===== src/hw/isaPkg.sv =====
package isaPkg;

    localparam int instrWidth   = 32;
    localparam int regAddrWidth = 5;
    localparam int opWidth      = 6;
    localparam int functWidth   = 6;
    localparam int immWidth     = 16;

    // primary opcodes
    localparam logic [opWidth-1:0] opRtype = 6'h00;
    localparam logic [opWidth-1:0] opJ     = 6'h02;
    localparam logic [opWidth-1:0] opBeq   = 6'h04;
    localparam logic [opWidth-1:0] opBne   = 6'h05;
    localparam logic [opWidth-1:0] opBgtz  = 6'h07;
    localparam logic [opWidth-1:0] opAddi  = 6'h08;
    localparam logic [opWidth-1:0] opAndi  = 6'h0c;
    localparam logic [opWidth-1:0] opLw    = 6'h23;
    localparam logic [opWidth-1:0] opSw    = 6'h2b;

    localparam logic [functWidth-1:0] functJr = 6'h08; // only funct told apart

    // one word, two field layouts
    typedef union packed {
        struct packed {
            logic [opWidth-1:0]      opcode;
            logic [regAddrWidth-1:0] rs;
            logic [regAddrWidth-1:0] rt;
            logic [regAddrWidth-1:0] rd;
            logic [4:0]              shamt;
            logic [functWidth-1:0]   funct;
        } rType;
        struct packed {
            logic [opWidth-1:0]      opcode;
            logic [regAddrWidth-1:0] rs;
            logic [regAddrWidth-1:0] rt;
            logic [immWidth-1:0]     imm;
        } iType;
    } instrWord_u;

    typedef enum logic [3:0] {
        clsLoad, clsStore, clsAlu, clsJr, clsBeq,
        clsBne, clsBgtz, clsImm, clsJump, clsIllegal
    } instrClass_e;

endpackage


===== src/hw/ctrlPkg.sv =====
package ctrlPkg;

    // multicycle control steps
    typedef enum logic [3:0] {
        sFetch,
        sRelease,   // waiting for the ack to drop
        sDecode,
        sMemAddr,
        sMemRead,
        sMemWb,
        sMemWrite,
        sExecR,
        sAluWb,
        sBranch,
        sExecI,
        sImmWb,
        sJump,
        sJumpReg,
        sSettle     // redirect settle window
    } ctrlState_e;

    typedef enum logic [1:0] {
        pcSeq     = 2'b00,
        pcBranch  = 2'b01,
        pcJump    = 2'b10,
        pcJumpReg = 2'b11
    } pcSrc_e;

    typedef enum logic [1:0] {
        aluAdd   = 2'b00,
        aluSub   = 2'b01,
        aluFunct = 2'b10, // alu control looks at funct
        aluImm   = 2'b11  // alu control looks at opcode
    } aluOp_e;

    typedef enum logic [1:0] {
        srcBReg     = 2'b00,
        srcBFour    = 2'b01,
        srcBImm     = 2'b10,
        srcBShifted = 2'b11
    } aluSrcB_e;

endpackage


===== src/hw/instrRegister.sv =====
module instrRegister (
    input  logic                            clk,
    input  logic                            rst_n,
    input  logic                            irWrite,
    input  isaPkg::instrWord_u              instruction,
    output isaPkg::instrClass_e             instrClass,
    output logic [isaPkg::regAddrWidth-1:0] rtAddr,
    output logic [isaPkg::regAddrWidth-1:0] rdAddr
);
    import isaPkg::*;

    instrWord_u irWord;
    logic       irLoaded; // nothing decoded before the first fetch

    always_ff @(posedge clk)
    begin
        if (irWrite)
            irWord <= instruction;
    end

    always_ff @(posedge clk or negedge rst_n)
    begin
        if (!rst_n)
            irLoaded <= 1'b0;
        else if (irWrite)
            irLoaded <= 1'b1;
    end

    // opcode through the I view, funct through the R view
    always_comb
    begin
        instrClass = clsIllegal;
        if (irLoaded)
        begin
            case (irWord.iType.opcode)
                opLw:    instrClass = clsLoad;
                opSw:    instrClass = clsStore;
                opRtype: instrClass = (irWord.rType.funct == functJr) ? clsJr : clsAlu;
                opBeq:   instrClass = clsBeq;
                opBne:   instrClass = clsBne;
                opBgtz:  instrClass = clsBgtz;
                opAddi:  instrClass = clsImm;
                opAndi:  instrClass = clsImm;
                opJ:     instrClass = clsJump;
                default: instrClass = clsIllegal;
            endcase
        end
    end

    assign rtAddr = irWord.iType.rt; // same bits in both views
    assign rdAddr = irWord.rType.rd;

endmodule


===== src/hw/redirectTimer.sv =====
module redirectTimer #(
    parameter int jumpSettle   = 2,
    parameter int branchSettle = 1
) (
    input  logic clk,
    input  logic rst_n,
    input  logic redirectStart,
    input  logic redirectIsJump,
    output logic redirectBusy
);

    localparam int maxSettle = (jumpSettle > branchSettle) ? jumpSettle : branchSettle;
    localparam int cntWidth  = (maxSettle > 1) ? $clog2(maxSettle + 1) : 1;

    // the settle state itself takes the first cycle of the window
    localparam logic [cntWidth-1:0] jumpLoad   =
        cntWidth'((jumpSettle > 0) ? jumpSettle - 1 : 0);
    localparam logic [cntWidth-1:0] branchLoad =
        cntWidth'((branchSettle > 0) ? branchSettle - 1 : 0);

    logic [cntWidth-1:0] count;

    always_ff @(posedge clk or negedge rst_n)
    begin
        if (!rst_n)
            count <= '0;
        else if (redirectStart)
            count <= redirectIsJump ? jumpLoad : branchLoad;
        else if (count != '0)
            count <= count - 1'b1;
    end

    assign redirectBusy = (count != '0);

endmodule


===== src/hw/controlFsm.sv =====
module controlFsm (
    input  logic                 clk,
    input  logic                 rst_n,
    input  logic                 fetchAck,
    input  isaPkg::instrClass_e  instrClass,
    input  logic                 aluZero,
    input  logic                 aluPositive,
    input  logic                 redirectBusy,
    output logic                 fetchReq,
    output logic                 irWrite,
    output ctrlPkg::ctrlState_e  state,
    output logic                 redirectStart,
    output logic                 redirectIsJump
);
    import isaPkg::*;
    import ctrlPkg::*;

    ctrlState_e nextState;
    logic       branchTaken;

    ////////////////////////////////////////////////////////////
    // branch decision from the alu flags
    always_comb
    begin
        case (instrClass)
            clsBeq:  branchTaken = aluZero;
            clsBne:  branchTaken = !aluZero;
            clsBgtz: branchTaken = aluPositive;
            default: branchTaken = 1'b0;
        endcase
    end

    assign redirectIsJump = (state == sJump) || (state == sJumpReg);
    assign redirectStart  = redirectIsJump || ((state == sBranch) && branchTaken);

    ////////////////////////////////////////////////////////////
    // next state
    always_comb
    begin
        nextState = state;
        case (state)
            sFetch:   if (fetchAck) nextState = sRelease;
            sRelease: if (!fetchAck) nextState = sDecode;
            sDecode:
            begin
                case (instrClass)
                    clsLoad, clsStore:     nextState = sMemAddr;
                    clsAlu:                nextState = sExecR;
                    clsJr:                 nextState = sJumpReg;
                    clsBeq, clsBne, clsBgtz: nextState = sBranch;
                    clsImm:                nextState = sExecI;
                    clsJump:               nextState = sJump;
                    default:               nextState = sFetch; // illegal, just refetch
                endcase
            end
            sMemAddr:  nextState = (instrClass == clsLoad) ? sMemRead : sMemWrite;
            sMemRead:  nextState = sMemWb;
            sMemWb:    nextState = sFetch;
            sMemWrite: nextState = sFetch;
            sExecR:    nextState = sAluWb;
            sAluWb:    nextState = sFetch;
            sBranch:   nextState = branchTaken ? sSettle : sFetch;
            sExecI:    nextState = sImmWb;
            sImmWb:    nextState = sFetch;
            sJump:     nextState = sSettle;
            sJumpReg:  nextState = sSettle;
            sSettle:   if (!redirectBusy) nextState = sFetch;
            default:   nextState = sFetch;
        endcase
    end

    ////////////////////////////////////////////////////////////
    // state and handshake registers
    always_ff @(posedge clk or negedge rst_n)
    begin
        if (!rst_n)
        begin
            state    <= sFetch;
            fetchReq <= 1'b0;
            irWrite  <= 1'b0;
        end
        else
        begin
            state    <= nextState;
            fetchReq <= (nextState == sFetch) && !fetchAck; // four-phase rule
            irWrite  <= (state == sFetch) && fetchAck;      // word valid while ack high
        end
    end

endmodule


===== src/hw/controlOutputs.sv =====
module controlOutputs (
    input  ctrlPkg::ctrlState_e  state,
    input  isaPkg::instrClass_e  instrClass,
    output logic                 pcWrite,
    output ctrlPkg::pcSrc_e      pcSrc,
    output logic                 branch,
    output logic                 branchNe,
    output logic                 branchGz,
    output logic                 memToReg,
    output logic                 memWrite,
    output logic                 iorD,
    output logic                 regDst,
    output logic                 regWrite,
    output ctrlPkg::aluOp_e      aluOp,
    output logic                 aluSrcA,
    output ctrlPkg::aluSrcB_e    aluSrcB
);
    import isaPkg::*;
    import ctrlPkg::*;

    always_comb
    begin
        pcWrite  = 1'b0;
        pcSrc    = pcSeq;
        branch   = 1'b0;
        branchNe = 1'b0;
        branchGz = 1'b0;
        memToReg = 1'b0;
        memWrite = 1'b0;
        iorD     = 1'b0;
        regDst   = 1'b0;
        regWrite = 1'b0;
        aluOp    = aluAdd;
        aluSrcA  = 1'b0;
        aluSrcB  = srcBReg;

        case (state)
            sDecode:
            begin
                pcWrite = 1'b1;       // pc+4 once the word sits in the IR
                aluSrcB = srcBFour;
            end
            sMemAddr:
            begin
                aluSrcA = 1'b1;
                aluSrcB = srcBImm;    // base + offset
            end
            sMemRead:  iorD = 1'b1;
            sMemWb:
            begin
                regWrite = 1'b1;
                memToReg = 1'b1;
            end
            sMemWrite:
            begin
                iorD     = 1'b1;
                memWrite = 1'b1;
            end
            sExecR:
            begin
                aluSrcA = 1'b1;
                aluOp   = aluFunct;
            end
            sAluWb:
            begin
                regWrite = 1'b1;
                regDst   = 1'b1;      // rd target only for R types
            end
            sBranch:
            begin
                aluSrcA  = 1'b1;
                aluOp    = aluSub;    // compare rs against rt
                pcSrc    = pcBranch;
                branch   = (instrClass == clsBeq);
                branchNe = (instrClass == clsBne);
                branchGz = (instrClass == clsBgtz);
            end
            sExecI:
            begin
                aluSrcA = 1'b1;
                aluSrcB = srcBImm;
                aluOp   = aluImm;     // addi or andi from the opcode
            end
            sImmWb:    regWrite = 1'b1;
            sJump:
            begin
                pcWrite = 1'b1;
                pcSrc   = pcJump;
            end
            sJumpReg:
            begin
                pcWrite = 1'b1;
                pcSrc   = pcJumpReg;
            end
            default: ;
        endcase
    end

endmodule


===== src/hw/cpuControlTop.sv =====
module cpuControlTop #(
    parameter int jumpSettle   = 2,
    parameter int branchSettle = 1
) (
    input  logic                            clk,
    input  logic                            rst_n,
    input  isaPkg::instrWord_u              instruction,
    input  logic                            aluZero,
    input  logic                            aluPositive,
    input  logic                            fetchAck,
    output logic                            fetchReq,
    output logic                            pcWrite,
    output ctrlPkg::pcSrc_e                 pcSrc,
    output logic                            branch,
    output logic                            branchNe,
    output logic                            branchGz,
    output logic                            memToReg,
    output logic                            memWrite,
    output logic                            iorD,
    output logic [isaPkg::regAddrWidth-1:0] rtAddr,
    output logic [isaPkg::regAddrWidth-1:0] rdAddr,
    output logic                            regDst,
    output logic                            regWrite,
    output ctrlPkg::aluOp_e                 aluOp,
    output logic                            aluSrcA,
    output ctrlPkg::aluSrcB_e               aluSrcB,
    output logic                            irWrite
);
    import isaPkg::*;
    import ctrlPkg::*;

    instrClass_e instrClass;
    ctrlState_e  state;
    logic        redirectStart;
    logic        redirectIsJump;
    logic        redirectBusy;

    instrRegister ir_i (
        .clk         (clk),
        .rst_n       (rst_n),
        .irWrite     (irWrite),
        .instruction (instruction),
        .instrClass  (instrClass),
        .rtAddr      (rtAddr),
        .rdAddr      (rdAddr)
    );

    controlFsm fsm_i (
        .clk            (clk),
        .rst_n          (rst_n),
        .fetchAck       (fetchAck),
        .instrClass     (instrClass),
        .aluZero        (aluZero),
        .aluPositive    (aluPositive),
        .redirectBusy   (redirectBusy),
        .fetchReq       (fetchReq),
        .irWrite        (irWrite),
        .state          (state),
        .redirectStart  (redirectStart),
        .redirectIsJump (redirectIsJump)
    );

    redirectTimer #(
        .jumpSettle   (jumpSettle),
        .branchSettle (branchSettle)
    ) timer_i (
        .clk            (clk),
        .rst_n          (rst_n),
        .redirectStart  (redirectStart),
        .redirectIsJump (redirectIsJump),
        .redirectBusy   (redirectBusy)
    );

    controlOutputs outs_i (
        .state      (state),
        .instrClass (instrClass),
        .pcWrite    (pcWrite),
        .pcSrc      (pcSrc),
        .branch     (branch),
        .branchNe   (branchNe),
        .branchGz   (branchGz),
        .memToReg   (memToReg),
        .memWrite   (memWrite),
        .iorD       (iorD),
        .regDst     (regDst),
        .regWrite   (regWrite),
        .aluOp      (aluOp),
        .aluSrcA    (aluSrcA),
        .aluSrcB    (aluSrcB)
    );

endmodule


===== config.mk =====
export PLATFORM = sky130hd
export DESIGN_NAME = cpuControlTop
export DESIGN_NICKNAME = d
export VERILOG_FILES = /design/src/hw/isaPkg.sv /design/src/hw/ctrlPkg.sv /design/src/hw/instrRegister.sv /design/src/hw/redirectTimer.sv /design/src/hw/controlFsm.sv /design/src/hw/controlOutputs.sv /design/src/hw/cpuControlTop.sv
export SDC_FILE = /design/constraint.sdc
export NUM_CORES = 1
export LEC_CHECK = 0
export CAP_MARGIN = 20
export CORE_UTILIZATION = 50
export CTS_CLUSTER_SIZE = 14
export DETAILED_ROUTE_END_ITERATION = 6
export DONT_BUFFER_PORTS = 1
export PLACE_DENSITY = 0.68
export SLEW_MARGIN = 20
export SYNTH_ARGS = -nofsm -noshare
export SYNTH_HDL_FRONTEND = slang
export SYNTH_SLANG_ARGS = --single-unit

===== constraint.sdc =====
create_clock -name clk -period 2.2 [get_ports clk]
set_input_delay 0.44 -clock clk [delete_from_list [all_inputs] [get_ports clk]]
set_output_delay 0.44 -clock clk [all_outputs]
set_load 0.05 [all_outputs]

Yosys cells after proc, flatten, opt, wreduce, memory -nomap -nowiden

Memories as Yosys holds them, arrays and structs flattened.
Index checks and enable logic that the tools add are counted.
W data, S select, Z words.

Add/sub/neg operators: 1
Eq/ne operators: 26
Muxes and demuxes: 26
Reduce and logical (&&, ||, !) cells: 20

Operators by type and width:

| operator             | number |
|---|---|
| $pmux W4 S10         | 1 |
| $pmux W4 S8          | 1 |
| $eq A4 B3 Y1 const B | 7 |
| $eq A4 B4 Y1 const B | 7 |
| $mux W4              | 5 |
| $eq A6 B3 Y1 const B | 3 |
| $eq A6 B4 Y1 const B | 3 |
| $eq A6 B6 Y1 const B | 2 |
| $logic_not A4 Y1     | 3 |
| $mux W1              | 12 |
| $pmux W2 S3          | 2 |
| $eq A4 B2 Y1 const B | 2 |
| $reduce_or A2 Y1     | 4 |
| $eq A6 B2 Y1 const B | 1 |
| $logic_not A6 Y1     | 1 |
| $mux W2              | 3 |
| $reduce_or A3 Y1     | 2 |
| $eq A4 B1 Y1 const B | 1 |
| $pmux W2 S2          | 1 |
| $reduce_bool A2 Y1   | 2 |
| $reduce_or A4 Y1     | 1 |
| $logic_and A1 B1 Y1  | 3 |
| $pmux W1 S3          | 1 |
| $logic_not A1 Y1     | 2 |
| 2 further kinds      | 3 |

Bits in registers: 41
Bits in read-only memories: 64
Logic and storage cells: 80
Memories kept: 1

Memories:

| memory          | words | bits a word | read ports | clocked after Yosys merged registers in | write ports | line             | source |
|---|---|---|---|---|---|---|---|
| (no name shown) | 16    | 4           | 1          | 0                                       | 0           | controlFsm.sv:46 | `case (instrClass)` |

Depth between registers and ports, before layout

Depth in word-level cells: 10
Depth in mapped cells: 7

Modules after synthesis

A second synthesis with hierarchy kept.

Cell total of the unflattened synthesis: 162
Area, all modules: 1780.5 µm²

By module, submodules not included:

| module         | instances | cells each | area each (µm²) | seq. area each (µm²) |
|---|---|---|---|---|
| instrRegister  | 1         | 61         | 938.4           | 685.7 |
| controlFsm     | 1         | 56         | 481.7           | 150.1 |
| controlOutputs | 1         | 34         | 250.2           | 0.0 |
| redirectTimer  | 1         | 11         | 110.1           | 50.0 |

Least setup slack after synthesis

Ideal clock, no wire load.

Path type: register to register
Start point: register fsm_i.state[2]
End point: register fsm_i.fetchReq
Arrival time: 2.773 ns
Data required time: 2.061 ns
Slack: -0.712 ns
Stages on the path, launching flop included: 8
Path buffers: 1
Clock period less this slack: 2.912 ns
Cell sequence: dfrtp_1 -> clkbuf_1 -> or3b_2 -> a21boi_0 -> o21bai_1 -> o32ai_1 -> nand4b_1 -> nor4bb_1

Word-level cells in the longest chain between the ends: 5
Elaborated cells between the ends (all ways): 18

RTL lines:

| item                              | line             | source |
|---|---|---|
| start, declared                   | controlFsm.sv:11 | `output ctrlPkg::ctrlState_e state,` |
| start signal, assigned            | controlFsm.sv:78 | `state <= sFetch;` |
| start signal, assigned            | controlFsm.sv:84 | `state <= nextState;` |
| $eq A4 B4 Y1                      | controlFsm.sv:41 | `case (state)` |
| $reduce_or A2 Y1 (no source line) | n/a              |  |
| $pmux W4 S10 *                    | controlFsm.sv:41 |  |
| $logic_not A4 Y1 *                | controlFsm.sv:85 | `fetchReq <= (nextState == sFetch) && !fetchAck;` |
| $logic_and A1 B1 Y1 *             | controlFsm.sv:85 |  |
| end signal, assigned              | controlFsm.sv:85 |  |
| end, declared                     | controlFsm.sv:9  | `output logic fetchReq,` |

Mark *: on every way between the ends. The rest lies on a longest branch, timed or not.
A chain may end at the register's enable or synchronous reset.

Final worst setup path

Start point: register ir_i.irWord[26] (netlist bit)
End point: output port branchNe

Word-level cells in the longest chain between the ends: 6
Elaborated cells between the ends (all ways): 14

RTL lines:

| item                              | line                 | source |
|---|---|---|
| start, declared                   | instrRegister.sv:12  | `instrWord_u irWord;` |
| start signal, assigned            | instrRegister.sv:18  | `irWord <= instruction;` |
| $eq A6 B4 Y1                      | instrRegister.sv:35  | `case (irWord.iType.opcode)` |
| $reduce_or A2 Y1 (no source line) | n/a                  |  |
| $pmux W4 S8 *                     | instrRegister.sv:35  |  |
| $mux W4 *                         | instrRegister.sv:33  | `if (irLoaded)` |
| $eq A4 B3 Y1 *                    | controlOutputs.sv:75 | `branchNe = (instrClass == clsBne);` |
| $mux W1 *                         | controlOutputs.sv:37 | `case (state)` |
| end, declared                     | cpuControlTop.sv:15  | `output logic branchNe,` |

Marked as above.

==> results.toml <==
[status]
outcome = "finished with violations"
violations = "negative setup slack"

[grt]
grt_pass1_wl_um = 5040
grt_usage_pct = 19.3
grt-ovfl-total = 0
grt_pass1_vias = 1164
antenna_found_initial = 0
grt_max_degree = 25

[timing]
setup_viol = 6
skew_ns = 0.00693
finalCriticalPeriod_ns = 2.45
max_slew_margin_pct = 67.8
slew_violations = 0
fmax_mhz = 408
final.setup.tns_ns = -0.680
hold_viol = 0
worst_pin_slew_ns = 0.487
fin_ws_ns = -0.249
rsz0062_at_grt = "true"
period_share_pct = 111

[clock_tree]
clk_path_buf_depth = 2
clk_latency_ns = 0.31
cts_made_buffers = 5
cts_max_level = 2
path_clk_slew_ns = 0.09
cts_root_buf = "clkbuf_4"
cts_tree = "done"
clock-sinks = 31

[synth]
synthesis.nets = 191
ys_seq_elements = 31
synth_ff_type = "edfxtp_1"
synth.cell_area_um2 = 1710
synth_warnings = 0
synthesis.instances = 153
yosysMostFrequentCell = "edfxtp_1"
synthTopCellsByArea = "edfxtp_1, dfrtp_1, buf_4"
syn_area_per_cell_um2 = 11.2
ys_seq_area_share_pct = 51.7
yosysTopAreaCell = "edfxtp_1"
synth_enable_flop_cells = 22
synthTopCellsByCount = "edfxtp_1, nor2_1, buf_4, dfrtp_1, nand2b_1"
ys_types = 55
yosys.area.top_type_share_pct = 38.6
async_reset_ff_share_pct = 29.0

[cells_and_area]
drive_above_1_share_pct = 40.8
diodes = 0
fin_nets = 221
fin_area_um2 = 2180
area_growth_pct = 27.5

[routing]
vias = 1260
drtIter0Drc = 79
routed_via_density = 5.53
wl_per_cell_um = 15.0
ant_nets = 0
drt-pass1-iter-count = 4
drt_wl_total_um = 3430
drc = 0

[flow_run]
cap_violations = 0

[die]
ios = 65
fp.dieW_um = 60.5
core_area_um2 = 3150
placementRows = 20
die_y_um = 60.5
dieArea_um2 = 3660
start_util_pct = 54.3

[power_and_ir_drop]
powerDensity_nw_per_um2 = 1170
fin_total_pwr_w = 0.00256
p_leak_nw = 0.887
ir_worst_vdd_v = 0.000600

[min_path]
hold_end = "ir_i.irWord[13]"
min_from = "instruction[13]"
whs_path_depth = 0
hp-class = "input pin to flop"

[setup_path]
crit_arrival_ns = 2.01
worstSetupPathType = "flop to output port"
cp-end-kind = "output port"
r2r_setup_slack_ns = -0.02
cp.required_ns = 1.76
crit_fanout = 6
setup.worst_path.start_class = "flop"
r2r_start = "ir_i.irWord[26]"
reg2reg_depth = 8
rr_endpoint = "fsm_i.state[2]"

[placement]
port_buffers = 0
place_congestion = 0.870
dp_hpwl_um = 2530
place_area_um2 = 1960
## flip-flops by register name (all words and copies together), names as in the netlist
name,cells
fsm_i.state,4
timer_i.count,2
fsm_i.irWrite,1
ir_i.irWord,22
fsm_i.fetchReq,1
ir_i.irLoaded,1
## cell usage in the layout (no fill, tap or decap), drive strengths merged, types with 2 or more instances in the layout
master / count
nor4: 4
dfrtp: 9
nor2b: 2
edfxtp: 22
o31ai: 2
o21ai: 5
mux2i: 3
or3: 2
nand2b: 9
nand3: 2
inv: 8
nor2: 12
clkbuf: 7
and3b: 3
nand3b: 3
buf: 40
and3: 3
xnor2: 2
nor4bb: 2
nand2: 7
or2: 2
o311ai: 2
a211oi: 2
nor3: 5
a21o: 3
## metrics by stage
stage / utilization (%) / cells / setup slack, ns / hold WS (ns)
2_1_floorplan: - / 153 / 0.0649 / 0.144
3_3_place_gp: 62.2 / 209 / 0.0671 / 0.145
3_5_place_dp: 62.2 / 209 / -0.00971 / 0.145
4_1_cts: 66.7 / 223 / -0.315 / 0.191
5_1_grt: 69.2 / 228 / -0.328 / 0.170
6_report: 69.2 / 228 / -0.249 / 0.213
## metal layers
metal,part of all wire [%],vias up,track usage [%]
met5,0,-,0
met4,1.3,0,7.14
met3,4.3,7,6.18
met2,54,37,34.9
met1,41,596,21.2
li1,-,620,-
## how the worst max path moves through the flow
stage,from,cells past startpoint,slack [ns],endpoint
2_1_floorplan,fsm_i.state[3],4,0.06,regWrite
3_3_place_gp,ir_i.irWord[26],7,0.07,branch
3_5_place_dp,ir_i.irWord[26],6,-0.01,fsm_i.fetchReq
4_1_cts,ir_i.irWord[28],6,-0.31,branchNe
5_1_grt,ir_i.irWord[26],7,-0.33,branchNe
6_report,ir_i.irWord[26],7,-0.25,branchNe
## cell type report
class	instances	area, um^2
Clock buffer	7	45.0
Clock inverter	1	5.00
Fill cell	261	970
Inverter	8	30.0
Multi-Input combinational cell	96	796
Sequential cell	31	886
Tap cell	44	55.1
Timing Repair Buffer	41	367
## critical path: stages, from the launching register on
cell and delay [ns]:
edfxtp_1 0.48, buf_6 0.18, and3b_1 0.15, o311a_1 0.38
o41a_4 0.14, buf_6 0.13, nor2_4 0.09, buf_12 0.14
## cells by family after synthesis
logic type	share of synthesized area [%]
compound gates	13.5
xor+xnor	1.53
fa+ha+maj	0.730
buf+inv	8.40
flops	51.7
mux	1.75
simple gates	22.4
## power breakdown
| group | total (W) | switching (W) | internal [W] |
|---|---|---|---|
| combinational | 0.00118 | 0.000721 | 0.000463 |
| sequential | 0.00108 | 0.000262 | 0.000822 |
| clock | 0.000293 | 0.000169 | 0.000124 |
## what timing repair did
item | CTS | global route
setup endpoints to repair | 8 | 13
endpoints found under the hold margin | 9 | 0
setup buffers | 5 | 5
hold buffers | 1 | 0
pin swaps | 5 | 9
resized for setup | 8 | 13
Note: power is estimated with default switching activity, not from simulation.
